### src/source/memCtrlPkg.sv
package memCtrlPkg;

    // instruction and data words
    localparam int dataWidth = 32;

    // RAM data bus is one byte wide
    localparam int byteWidth = 8;

    // length field holds the number of bytes in a transfer
    localparam int lenWidth = 3;

    localparam logic [lenWidth-1:0] lenByte = 3'd1;
    localparam logic [lenWidth-1:0] lenHalf = 3'd2;
    localparam logic [lenWidth-1:0] lenWord = 3'd4;

    // which sequencer currently owns the RAM bus
    localparam int ownerWidth = 2;

    localparam logic [ownerWidth-1:0] ownerIdle  = 2'd0;
    localparam logic [ownerWidth-1:0] ownerData  = 2'd1;
    localparam logic [ownerWidth-1:0] ownerFetch = 2'd2;

endpackage

### src/source/fetchSequencer.sv
`timescale 1ns/100ps

module fetchSequencer #(
    parameter int addrWidth = 32
) (
    input  logic                                 clk,
    input  logic                                 rst,
    input  logic                                 fetchEn,
    input  logic [addrWidth-1:0]                 fetchAddr,
    input  logic                                 fetchGrant,
    input  logic                                 step,
    input  logic [memCtrlPkg::byteWidth-1:0]     memDin,
    output logic                                 fetchReq,
    output logic [addrWidth-1:0]                 seqAddr,
    output logic                                 fetchDone,
    output logic [memCtrlPkg::dataWidth-1:0]     fetchInst
);
    localparam int stageWidth = memCtrlPkg::lenWidth;
    localparam logic [stageWidth-1:0] byteCount = memCtrlPkg::lenWord;
    // one stage for the RAM latency after the last address
    localparam logic [stageWidth-1:0] lastStage = byteCount + 3'd1;

    logic [stageWidth-1:0] stage;
    logic [1:0]            busIdx;
    logic                  busValid;
    logic [1:0]            rdIdx;
    logic                  rdValid;

    // the done cycle itself does not count as a request
    assign fetchReq = fetchEn & ~fetchDone;

    // fetchAddr is held stable by the requester until done
    assign seqAddr = fetchAddr + addrWidth'(stage);

    always_ff @(posedge clk) begin
        if (rst) begin
            stage     <= '0;
            busValid  <= 1'b0;
            rdValid   <= 1'b0;
            fetchDone <= 1'b0;
        end else begin
            // RAM answers one cycle after the address, stalled or not
            rdValid <= busValid;
            if (fetchDone) begin
                stage     <= '0;
                fetchDone <= 1'b0;
            end else if (fetchGrant && step) begin
                stage     <= stage + 3'd1;
                busValid  <= stage < byteCount;
                fetchDone <= stage == lastStage;
            end
        end
    end

    // mirror of the byte index now sitting in memAddr
    always_ff @(posedge clk) begin
        rdIdx <= busIdx;
        if (fetchGrant && step) begin
            busIdx <= stage[1:0];
        end
    end

    // little endian, byte 0 lands in the low bits
    // a held address re-reads the same byte into the same slot
    always_ff @(posedge clk) begin
        if (rdValid) begin
            fetchInst[rdIdx*memCtrlPkg::byteWidth +: memCtrlPkg::byteWidth] <= memDin;
        end
    end

endmodule

### src/source/dataSequencer.sv
`timescale 1ns/100ps

module dataSequencer #(
    parameter int addrWidth = 32
) (
    input  logic                                 clk,
    input  logic                                 rst,
    input  logic                                 dataEn,
    input  logic                                 dataStore,
    input  logic [memCtrlPkg::lenWidth-1:0]      dataLen,
    input  logic [addrWidth-1:0]                 dataAddr,
    input  logic [memCtrlPkg::dataWidth-1:0]     dataWdata,
    input  logic                                 dataGrant,
    input  logic                                 step,
    input  logic [memCtrlPkg::byteWidth-1:0]     memDin,
    output logic                                 dataReq,
    output logic [addrWidth-1:0]                 seqAddr,
    output logic [memCtrlPkg::byteWidth-1:0]     seqWdata,
    output logic                                 seqWrite,
    output logic                                 dataDone,
    output logic [memCtrlPkg::dataWidth-1:0]     dataRdata
);
    localparam int stageWidth = memCtrlPkg::lenWidth;
    localparam int byteWidth  = memCtrlPkg::byteWidth;

    // request fields, latched up to the grant edge
    logic                                 storeQ;
    logic [memCtrlPkg::lenWidth-1:0]      lenQ;
    logic [addrWidth-1:0]                 addrQ;
    logic [memCtrlPkg::dataWidth-1:0]     wdataQ;

    logic [stageWidth-1:0] stage;
    logic [stageWidth-1:0] lastStage;
    logic                  issuing;
    logic [1:0]            busIdx;
    logic                  busValid;
    logic [1:0]            rdIdx;
    logic                  rdValid;

    assign dataReq = dataEn & ~dataDone;

    // stages 0 .. len-1 put one byte each on the bus
    assign issuing = stage < lenQ;

    // loads need one extra stage for the RAM latency
    assign lastStage = storeQ ? lenQ : lenQ + 3'd1;

    assign seqAddr  = addrQ + addrWidth'(stage);
    assign seqWdata = wdataQ[stage[1:0]*byteWidth +: byteWidth];
    assign seqWrite = dataGrant & storeQ & issuing;

    always_ff @(posedge clk) begin
        if (!dataGrant) begin
            storeQ <= dataStore;
            lenQ   <= dataLen;
            addrQ  <= dataAddr;
            wdataQ <= dataWdata;
        end
    end

    always_ff @(posedge clk) begin
        if (rst) begin
            stage    <= '0;
            busValid <= 1'b0;
            rdValid  <= 1'b0;
            dataDone <= 1'b0;
        end else begin
            rdValid <= busValid;
            if (dataDone) begin
                stage    <= '0;
                dataDone <= 1'b0;
            end else if (dataGrant && step) begin
                stage    <= stage + 3'd1;
                // stores never read back
                busValid <= ~storeQ & issuing;
                dataDone <= stage == lastStage;
            end
        end
    end

    always_ff @(posedge clk) begin
        rdIdx <= busIdx;
        if (dataGrant && step) begin
            busIdx <= stage[1:0];
        end
    end

    // cleared before each transfer so short loads come out zero-extended
    always_ff @(posedge clk) begin
        if (!dataGrant) begin
            dataRdata <= '0;
        end else if (rdValid) begin
            dataRdata[rdIdx*byteWidth +: byteWidth] <= memDin;
        end
    end

endmodule

### src/source/ramArbiter.sv
`timescale 1ns/100ps

module ramArbiter #(
    parameter int addrWidth = 32
) (
    input  logic                                 clk,
    input  logic                                 rst,
    input  logic                                 rdy,
    input  logic                                 ioBufferFull,
    input  logic                                 fetchReq,
    input  logic                                 dataReq,
    input  logic                                 fetchFinish,
    input  logic                                 dataFinish,
    input  logic [addrWidth-1:0]                 fetchSeqAddr,
    input  logic [addrWidth-1:0]                 dataSeqAddr,
    input  logic [memCtrlPkg::byteWidth-1:0]     dataSeqWdata,
    input  logic                                 dataSeqWrite,
    output logic                                 fetchGrant,
    output logic                                 dataGrant,
    output logic                                 step,
    output logic [addrWidth-1:0]                 memAddr,
    output logic [memCtrlPkg::byteWidth-1:0]     memDout,
    output logic                                 memWr,
    output logic [memCtrlPkg::ownerWidth-1:0]    busOwner
);
    logic [memCtrlPkg::ownerWidth-1:0] owner;
    logic                              memWrQ;

    // either stall source freezes everything
    assign step = rdy & ~ioBufferFull;

    assign busOwner   = owner;
    assign dataGrant  = owner == memCtrlPkg::ownerData;
    assign fetchGrant = owner == memCtrlPkg::ownerFetch;

    // a held write must not hit the RAM twice
    assign memWr = memWrQ & step;

    always_ff @(posedge clk) begin
        if (rst) begin
            owner  <= memCtrlPkg::ownerIdle;
            memWrQ <= 1'b0;
        end else begin
            case (owner)
                memCtrlPkg::ownerIdle: begin
                    // data side wins a tie
                    if (step && dataReq) begin
                        owner <= memCtrlPkg::ownerData;
                    end else if (step && fetchReq) begin
                        owner <= memCtrlPkg::ownerFetch;
                    end
                end
                memCtrlPkg::ownerData: begin
                    if (dataFinish) begin
                        owner <= memCtrlPkg::ownerIdle;
                    end
                end
                memCtrlPkg::ownerFetch: begin
                    if (fetchFinish) begin
                        owner <= memCtrlPkg::ownerIdle;
                    end
                end
                default: begin
                    owner <= memCtrlPkg::ownerIdle;
                end
            endcase
            if (step) begin
                memWrQ <= dataGrant & dataSeqWrite;
            end
        end
    end

    // bus registers hold through a stall
    always_ff @(posedge clk) begin
        if (step) begin
            memAddr <= dataGrant ? dataSeqAddr : fetchSeqAddr;
            memDout <= dataSeqWdata;
        end
    end

endmodule

### src/source/memCtrl.sv
`timescale 1ns/100ps

module memCtrl #(
    parameter int addrWidth = 32
) (
    input  logic                                 clk,
    input  logic                                 rst,
    input  logic                                 rdy,
    input  logic                                 ioBufferFull,
    input  logic                                 fetchEn,
    input  logic [addrWidth-1:0]                 fetchAddr,
    output logic                                 fetchDone,
    output logic [memCtrlPkg::dataWidth-1:0]     fetchInst,
    input  logic                                 dataEn,
    input  logic                                 dataStore,
    input  logic [memCtrlPkg::lenWidth-1:0]      dataLen,
    input  logic [addrWidth-1:0]                 dataAddr,
    input  logic [memCtrlPkg::dataWidth-1:0]     dataWdata,
    output logic                                 dataDone,
    output logic [memCtrlPkg::dataWidth-1:0]     dataRdata,
    input  logic [memCtrlPkg::byteWidth-1:0]     memDin,
    output logic [addrWidth-1:0]                 memAddr,
    output logic [memCtrlPkg::byteWidth-1:0]     memDout,
    output logic                                 memWr,
    output logic [memCtrlPkg::ownerWidth-1:0]    busOwner
);
    logic                             fetchReq;
    logic                             dataReq;
    logic                             fetchGrant;
    logic                             dataGrant;
    logic                             step;
    logic [addrWidth-1:0]             fetchSeqAddr;
    logic [addrWidth-1:0]             dataSeqAddr;
    logic [memCtrlPkg::byteWidth-1:0] dataSeqWdata;
    logic                             dataSeqWrite;

    fetchSequencer #(
        .addrWidth(addrWidth)
    ) fetchSeq (
        .clk       (clk),
        .rst       (rst),
        .fetchEn   (fetchEn),
        .fetchAddr (fetchAddr),
        .fetchGrant(fetchGrant),
        .step      (step),
        .memDin    (memDin),
        .fetchReq  (fetchReq),
        .seqAddr   (fetchSeqAddr),
        .fetchDone (fetchDone),
        .fetchInst (fetchInst)
    );

    dataSequencer #(
        .addrWidth(addrWidth)
    ) dataSeq (
        .clk      (clk),
        .rst      (rst),
        .dataEn   (dataEn),
        .dataStore(dataStore),
        .dataLen  (dataLen),
        .dataAddr (dataAddr),
        .dataWdata(dataWdata),
        .dataGrant(dataGrant),
        .step     (step),
        .memDin   (memDin),
        .dataReq  (dataReq),
        .seqAddr  (dataSeqAddr),
        .seqWdata (dataSeqWdata),
        .seqWrite (dataSeqWrite),
        .dataDone (dataDone),
        .dataRdata(dataRdata)
    );

    // done pulses double as the release for the bus
    ramArbiter #(
        .addrWidth(addrWidth)
    ) arbiter (
        .clk         (clk),
        .rst         (rst),
        .rdy         (rdy),
        .ioBufferFull(ioBufferFull),
        .fetchReq    (fetchReq),
        .dataReq     (dataReq),
        .fetchFinish (fetchDone),
        .dataFinish  (dataDone),
        .fetchSeqAddr(fetchSeqAddr),
        .dataSeqAddr (dataSeqAddr),
        .dataSeqWdata(dataSeqWdata),
        .dataSeqWrite(dataSeqWrite),
        .fetchGrant  (fetchGrant),
        .dataGrant   (dataGrant),
        .step        (step),
        .memAddr     (memAddr),
        .memDout     (memDout),
        .memWr       (memWr),
        .busOwner    (busOwner)
    );

endmodule

### config.mk
export PLATFORM = sky130hd
export DESIGN_NAME = memCtrl
export DESIGN_NICKNAME = d
export VERILOG_FILES = /design/src/source/memCtrlPkg.sv /design/src/source/fetchSequencer.sv /design/src/source/dataSequencer.sv /design/src/source/ramArbiter.sv /design/src/source/memCtrl.sv
export SDC_FILE = /design/constraint.sdc
export NUM_CORES = 1
export LEC_CHECK = 0
export ABC_AREA = 1
export BUFFER_PORTS_ARGS = -buffer_cell sky130_fd_sc_hd__buf_2
export CELL_PAD_IN_SITES_DETAIL_PLACEMENT = 1
export CELL_PAD_IN_SITES_GLOBAL_PLACEMENT = 1
export CORE_ASPECT_RATIO = 0.6
export CORE_MARGIN = 2
export CORE_UTILIZATION = 30
export DETAILED_ROUTE_END_ITERATION = 10
export GPL_TIMING_DRIVEN = 0
export MAX_ROUTING_LAYER = met4
export PLACE_DENSITY_LB_ADDON = 0.1
export SKIP_LAST_GASP = 1
export SYNTH_ARGS = -nofsm -noshare
export SYNTH_HDL_FRONTEND = slang
export SYNTH_SLANG_ARGS = --single-unit
### constraint.sdc
create_clock -name clk -period 4.9 [get_ports clk]
set_input_delay 1.47 -clock clk [delete_from_list [all_inputs] [get_ports clk]]
set_output_delay 1.47 -clock clk [all_outputs]
set_load 0.01 [all_outputs]
* After elaboration in Yosys (flattened, before gate mapping) *
Cells that the tools add are included.

cells by class
  add/subtract/negate cells = 7
  $lt $le $gt $ge = 2
  eq/ne operators = 7
  shift-type cells = 5
  muxes and demuxes = 9
  bitwise logic cells = 14
  reduce and logical (&&, ||, !) cells = 12

operator list
  kind                     number
  $neg 5->34               2
  $shift 8x34->32 const A  2
  $shiftx 8x34->32         2
  $add 32x3->32            2
  $bwmux 32                2
  $mux 32                  1
  $shiftx 32x6->8          1
  $add 3x1->3 const B      3
  $and 1x1->1              8
  $mux 2                   4
  $not 1->1                6
  $pmux 2 s3               1
  $reduce_or 3->1          2
  $logic_and 1x1->1        4
  $ne 2x2->1 const B       2
  $reduce_and 2->1         2
  $reduce_or 2->1          2
  $eq 3x3->1               1
  $eq 3x3->1 const B       1
  $lt 3x3->1               1
  $lt 3x3->1 const B       1
  $mux 3                   1
  $ne 3x1->1 const B       1
  $reduce_and 3->1         1
  other kinds (3)          3

storage, ports and cells
  bits in registers = 195
  bits of input ports = 114
  output and inout port bits = 109

* Logic depth before layout (Yosys ltp) *
  depth after elaboration = 6
  mapped depth = 13
  depth with buffers taken out = 13

* Cells and area by module *
A second synthesis with hierarchy kept.

second synthesis, totals
  cells, all modules = 1076
  area total of the unflattened synthesis = 9519.1 um^2

modules (own cells, without submodules)
  module          times used  cells an instance  area each (um^2)  sequential area each (um^2)
  dataSequencer   1           551                5054.8            2902.8
  fetchSequencer  1           351                2661.3            1181.1
  ramArbiter      1           174                1803.0            1261.2

* Least setup slack after synthesis *
No wires, ideal clock.

  path type = input-to-output
  start = in ioBufferFull
  end = out memWr
  data arrival time = 1.804 ns
  data required time = 3.430 ns
  slack = 1.626 ns
  stages on the path = 3
  cells stage by stage = inv_1 nand2_2 nor2_1

on the way
  longest elaborated chain between the ends = 3

RTL lines
  what         line              RTL
  from (decl)  memCtrl.sv:9      input logic ioBufferFull,
  $not 1->1    ramArbiter.sv:30  assign step = rdy & ~ioBufferFull;
  $and 1x1->1  ramArbiter.sv:30
  $and 1x1->1  ramArbiter.sv:37  assign memWr = memWrQ & step;
  to (decl)    memCtrl.sv:24     output logic memWr,

No other way between the ends.

* Final worst setup path *
Ends and elaborated chain as after synthesis.

==> summary.txt <==
Drt
  – Post-DRT Antenna Nets: 0
  – Vias: 7770
  – Post-DR wirelength/cell: 18.58 um
  – Via density: 4.589
  – DRC: 0
  – DR iter-0 viols: 444
  – First drt pass iteration count: 4
  – Final WL: 31.45 mm

Worst setup path
  – CP Max Fanout: 6
  – Critical path data arrival time: 2.19 ns
  – CP peak stage delay: 0.25 ns
  – Worst Path Buf+Inv: 3
  – CP Cell Sequence: buf_2 -> inv_1 -> nand2_2 -> nor2_1 -> buf_2
  – Worst setup SP type: primary input
  – Crit path max-delay family: simple AND/OR/NAND/NOR gates
  – Crit end category: primary output
  – Reg2Reg Setup Slack: 2.57 ns
  – Slowest CP cell: nor2_1
  – Setup CP Type: in2out
  – Data required time of the worst path: 3.43 ns
  – Most frequent CP cell: buf_2

Finish
  – Final #Nets: 1408
  – Utilization after layout: 38.44%
  – Filler cell count: 3623
  – Reg area: 0.005345 sq mm
  – Area occupied by multi-input gates: 0.003516 sq mm
  – Post-Layout Cell Count: 1693
  – Area growth syn-to-layout: 25.08%
  – Share of layout cells above drive strength 1: 23.69%

Timing
  – Max-Slew Margin vs Limit: 60.57%
  – Worst slew pin tran: 0.5914 ns
  – FMAX: 0.2730 GHz
  – Final setup viols: 0
  – Fin Clk Skew: 0.008084 ns
  – Worst Hold Slack: 0.3438 ns
  – Period utilization: 74.76%
  – Endpoints failing hold: 0
  – Minimum clock period: 3.663 ns
  – Max-slew violation count: 0
  – Setup TNS: 0 ns
  – RSZ-0062 raised after global routing: no

Clock network
  – Hold buffers post-CTS: 0
  – CTS tree: yes
  – Worst-skew pair later-pin latency: 0.45 ns
  – Root Driver: clkbuf_16
  – CTS sink count: 195
  – Longest Clk Path Bufs: 2
  – Clock transition at the registers of the reported paths: 0.07 ns
  – Post-CTS Setup Inserts: 0
  – Cts repair resizes: 0
  – Cts bufs inserted: 17
  – Number of H-tree levels: 4

Power
  – Pwr/cell area: 325.2 mW/mm^2
  – Maximum vdd drop: 214.9 uV
  – Total power: 3.778 mW
  – Leak pwr: 4.964 nW

Worst hold path
  – Worst hold path type: reg2reg

Die
  – Initial core utilization: 30.73%
  – Die X: 231.2 um
  – FP Rows: 49
  – Die ar.: 0.03243 sq mm
  – Num ports: 223
  – Core area: 0.03023 sq mm
  – Die extent in y: 140.3 um

Logic synthesis
  – Post-Syn Area per Cell: 9.052 sq um
  – Yosys warnings: 0
  – Synth Instances: 1026
  – Synth top area cells: edfxtp_1, nand2_1, dfxtp_1, nor2_1, inv_1
  – Post-synth ARST share: 0%
  – Mapped cell area: 0.009288 sq mm
  – Biggest area consumer among synthesized cells: edfxtp_1
  – Unique cell type count in the Yosys netlist: 41
  – Top cell type's share of synthesized area: 46.56%
  – Syn_nets: 1164
  – Post-synth top flop: edfxtp_1
  – Most frequent cells after synthesis: nand2_1, edfxtp_1, nor2_1
  – Yosys reg bits: 195
  – Count leader, synth: nand2_1
  – Post-synth EDFFs: 144
  – Register area share after synthesis: 57.55%

Placed design
  – Count of input and output buffers: 222
  – RePlAce Congestion: 0.8832
  – # placed instances: 1659
  – DP Wirelength: 25.04 mm

GRT
  – Remaining Overflow, GRT: 0
  – Pin count of the biggest net entering global routing: 36
  – First-pass GRT wire length: 47.06 mm
  – Initial antenna violation count: 2
  – GRT Total Usage: 20.27%
  – Vias in the first global route: 7631

Job
  – Max-Cap Viols: 0

Outcome
  – Status: completed
-- final cells by class --
cell class                      instances  share of cell area [%]
Buffer                                 15                  0.5708
Antenna cell                            2                 0.04308
Sequential cell                       195                   46.01
Tap cell                              408                   4.394
Clock buffer                           17                   3.662
Timing Repair Buffer                  225                   10.08
Multi-Input combinational cell        721                   30.26
Clock inverter                         15                   1.863
Inverter                               95                   3.113
-- state kept, by name, summed over array words and instances (netlist names), 3 cells and up --
register,cells
dataSeq.wdataQ,32
arbiter.memAddr,32
dataSeq.dataRdata,32
dataSeq.lenQ,3
dataSeq.addrQ,32
fetchSeq.fetchInst,32
dataSeq.stage,3
arbiter.memDout,8
fetchSeq.stage,3
-- worst reg2reg max path: stages, from the launching register on --
cell and delay, ns:
dfxtp_1 0.44, clkbuf_1 0.38, inv_1 0.16, ha_1 0.41
nor4_4 0.60, nand2_1 0.13, a21oi_1 0.14
-- placed cells by master, fill, tap and decap left out, types with 3 or more instances in the layout --
master,instances
clkinv_4,4
ha_1,22
nand3_2,3
nand2_2,6
nor3b_1,3
inv_1,89
xor2_1,14
nor2_2,8
a21oi_2,8
o21bai_1,4
o21ai_0,37
nor3_1,22
inv_8,3
nand3_1,42
clkbuf_16,17
inv_2,3
bufinv_16,3
xnor2_1,5
nor2_4,3
edfxtp_1,144
a21oi_1,36
nand3b_1,13
inv_6,3
dfxtp_1,51
nand2_1,331
clkbuf_1,6
nand4_1,4
o22ai_1,9
buf_12,3
nor2_1,133
buf_2,230
-- power breakdown --
group / switching (mW) / internal [mW]
sequential: 0.0457 / 1.85
combinational: 0.210 / 0.110
clock: 0.730 / 0.831
total: 0.986 / 2.79
-- logic make-up (layout without fill, tap and decap cells) --
family	count (synthesis)	in the layout	synth area share (%)
other cells	0	2	0
compound gates	102	102	6.251
fa+ha+maj	24	24	3.395
xor+xnor	19	19	1.792
simple gates	576	576	26.42
buf+inv	110	367	4.594
flops	195	195	57.55
-- path summary, 6_finish.rpt --
| path | start | end | cells after the start |
|---|---|---|---|
| setup / recovery | ioBufferFull | memWr | 5 |
| hold / removal | fetchSeq.busIdx[0] | fetchSeq.rdIdx[0] | 0 |
| setup reg to reg | dataSeq.rdIdx[0] | dataSeq.dataRdata[3] | 6 |
| hold reg to reg | fetchSeq.busIdx[0] | fetchSeq.rdIdx[0] | 0 |
-- per-layer routing --
metal	vias up	routed length, um	track usage [%]
met5	-	0	-
met3	11	1564	5.090
met2	146	12230	25.92
met4	0	180	3.565
met1	3737	17480	31.60
li1	3876	-	-
-- through the flow --
| stage | setup slack (ns) | cell area [sq um] |
|---|---|---|
| after floorplan | 1.626 | 9288 |
| after global placement | 0.3747 | 10910 |
| after detailed placement | 1.208 | 10970 |
| after CTS | 1.204 | 11610 |
| after global routing | 1.187 | 11620 |
| final | 1.237 | 11620 |
Power figures use the tool's default switching activity.
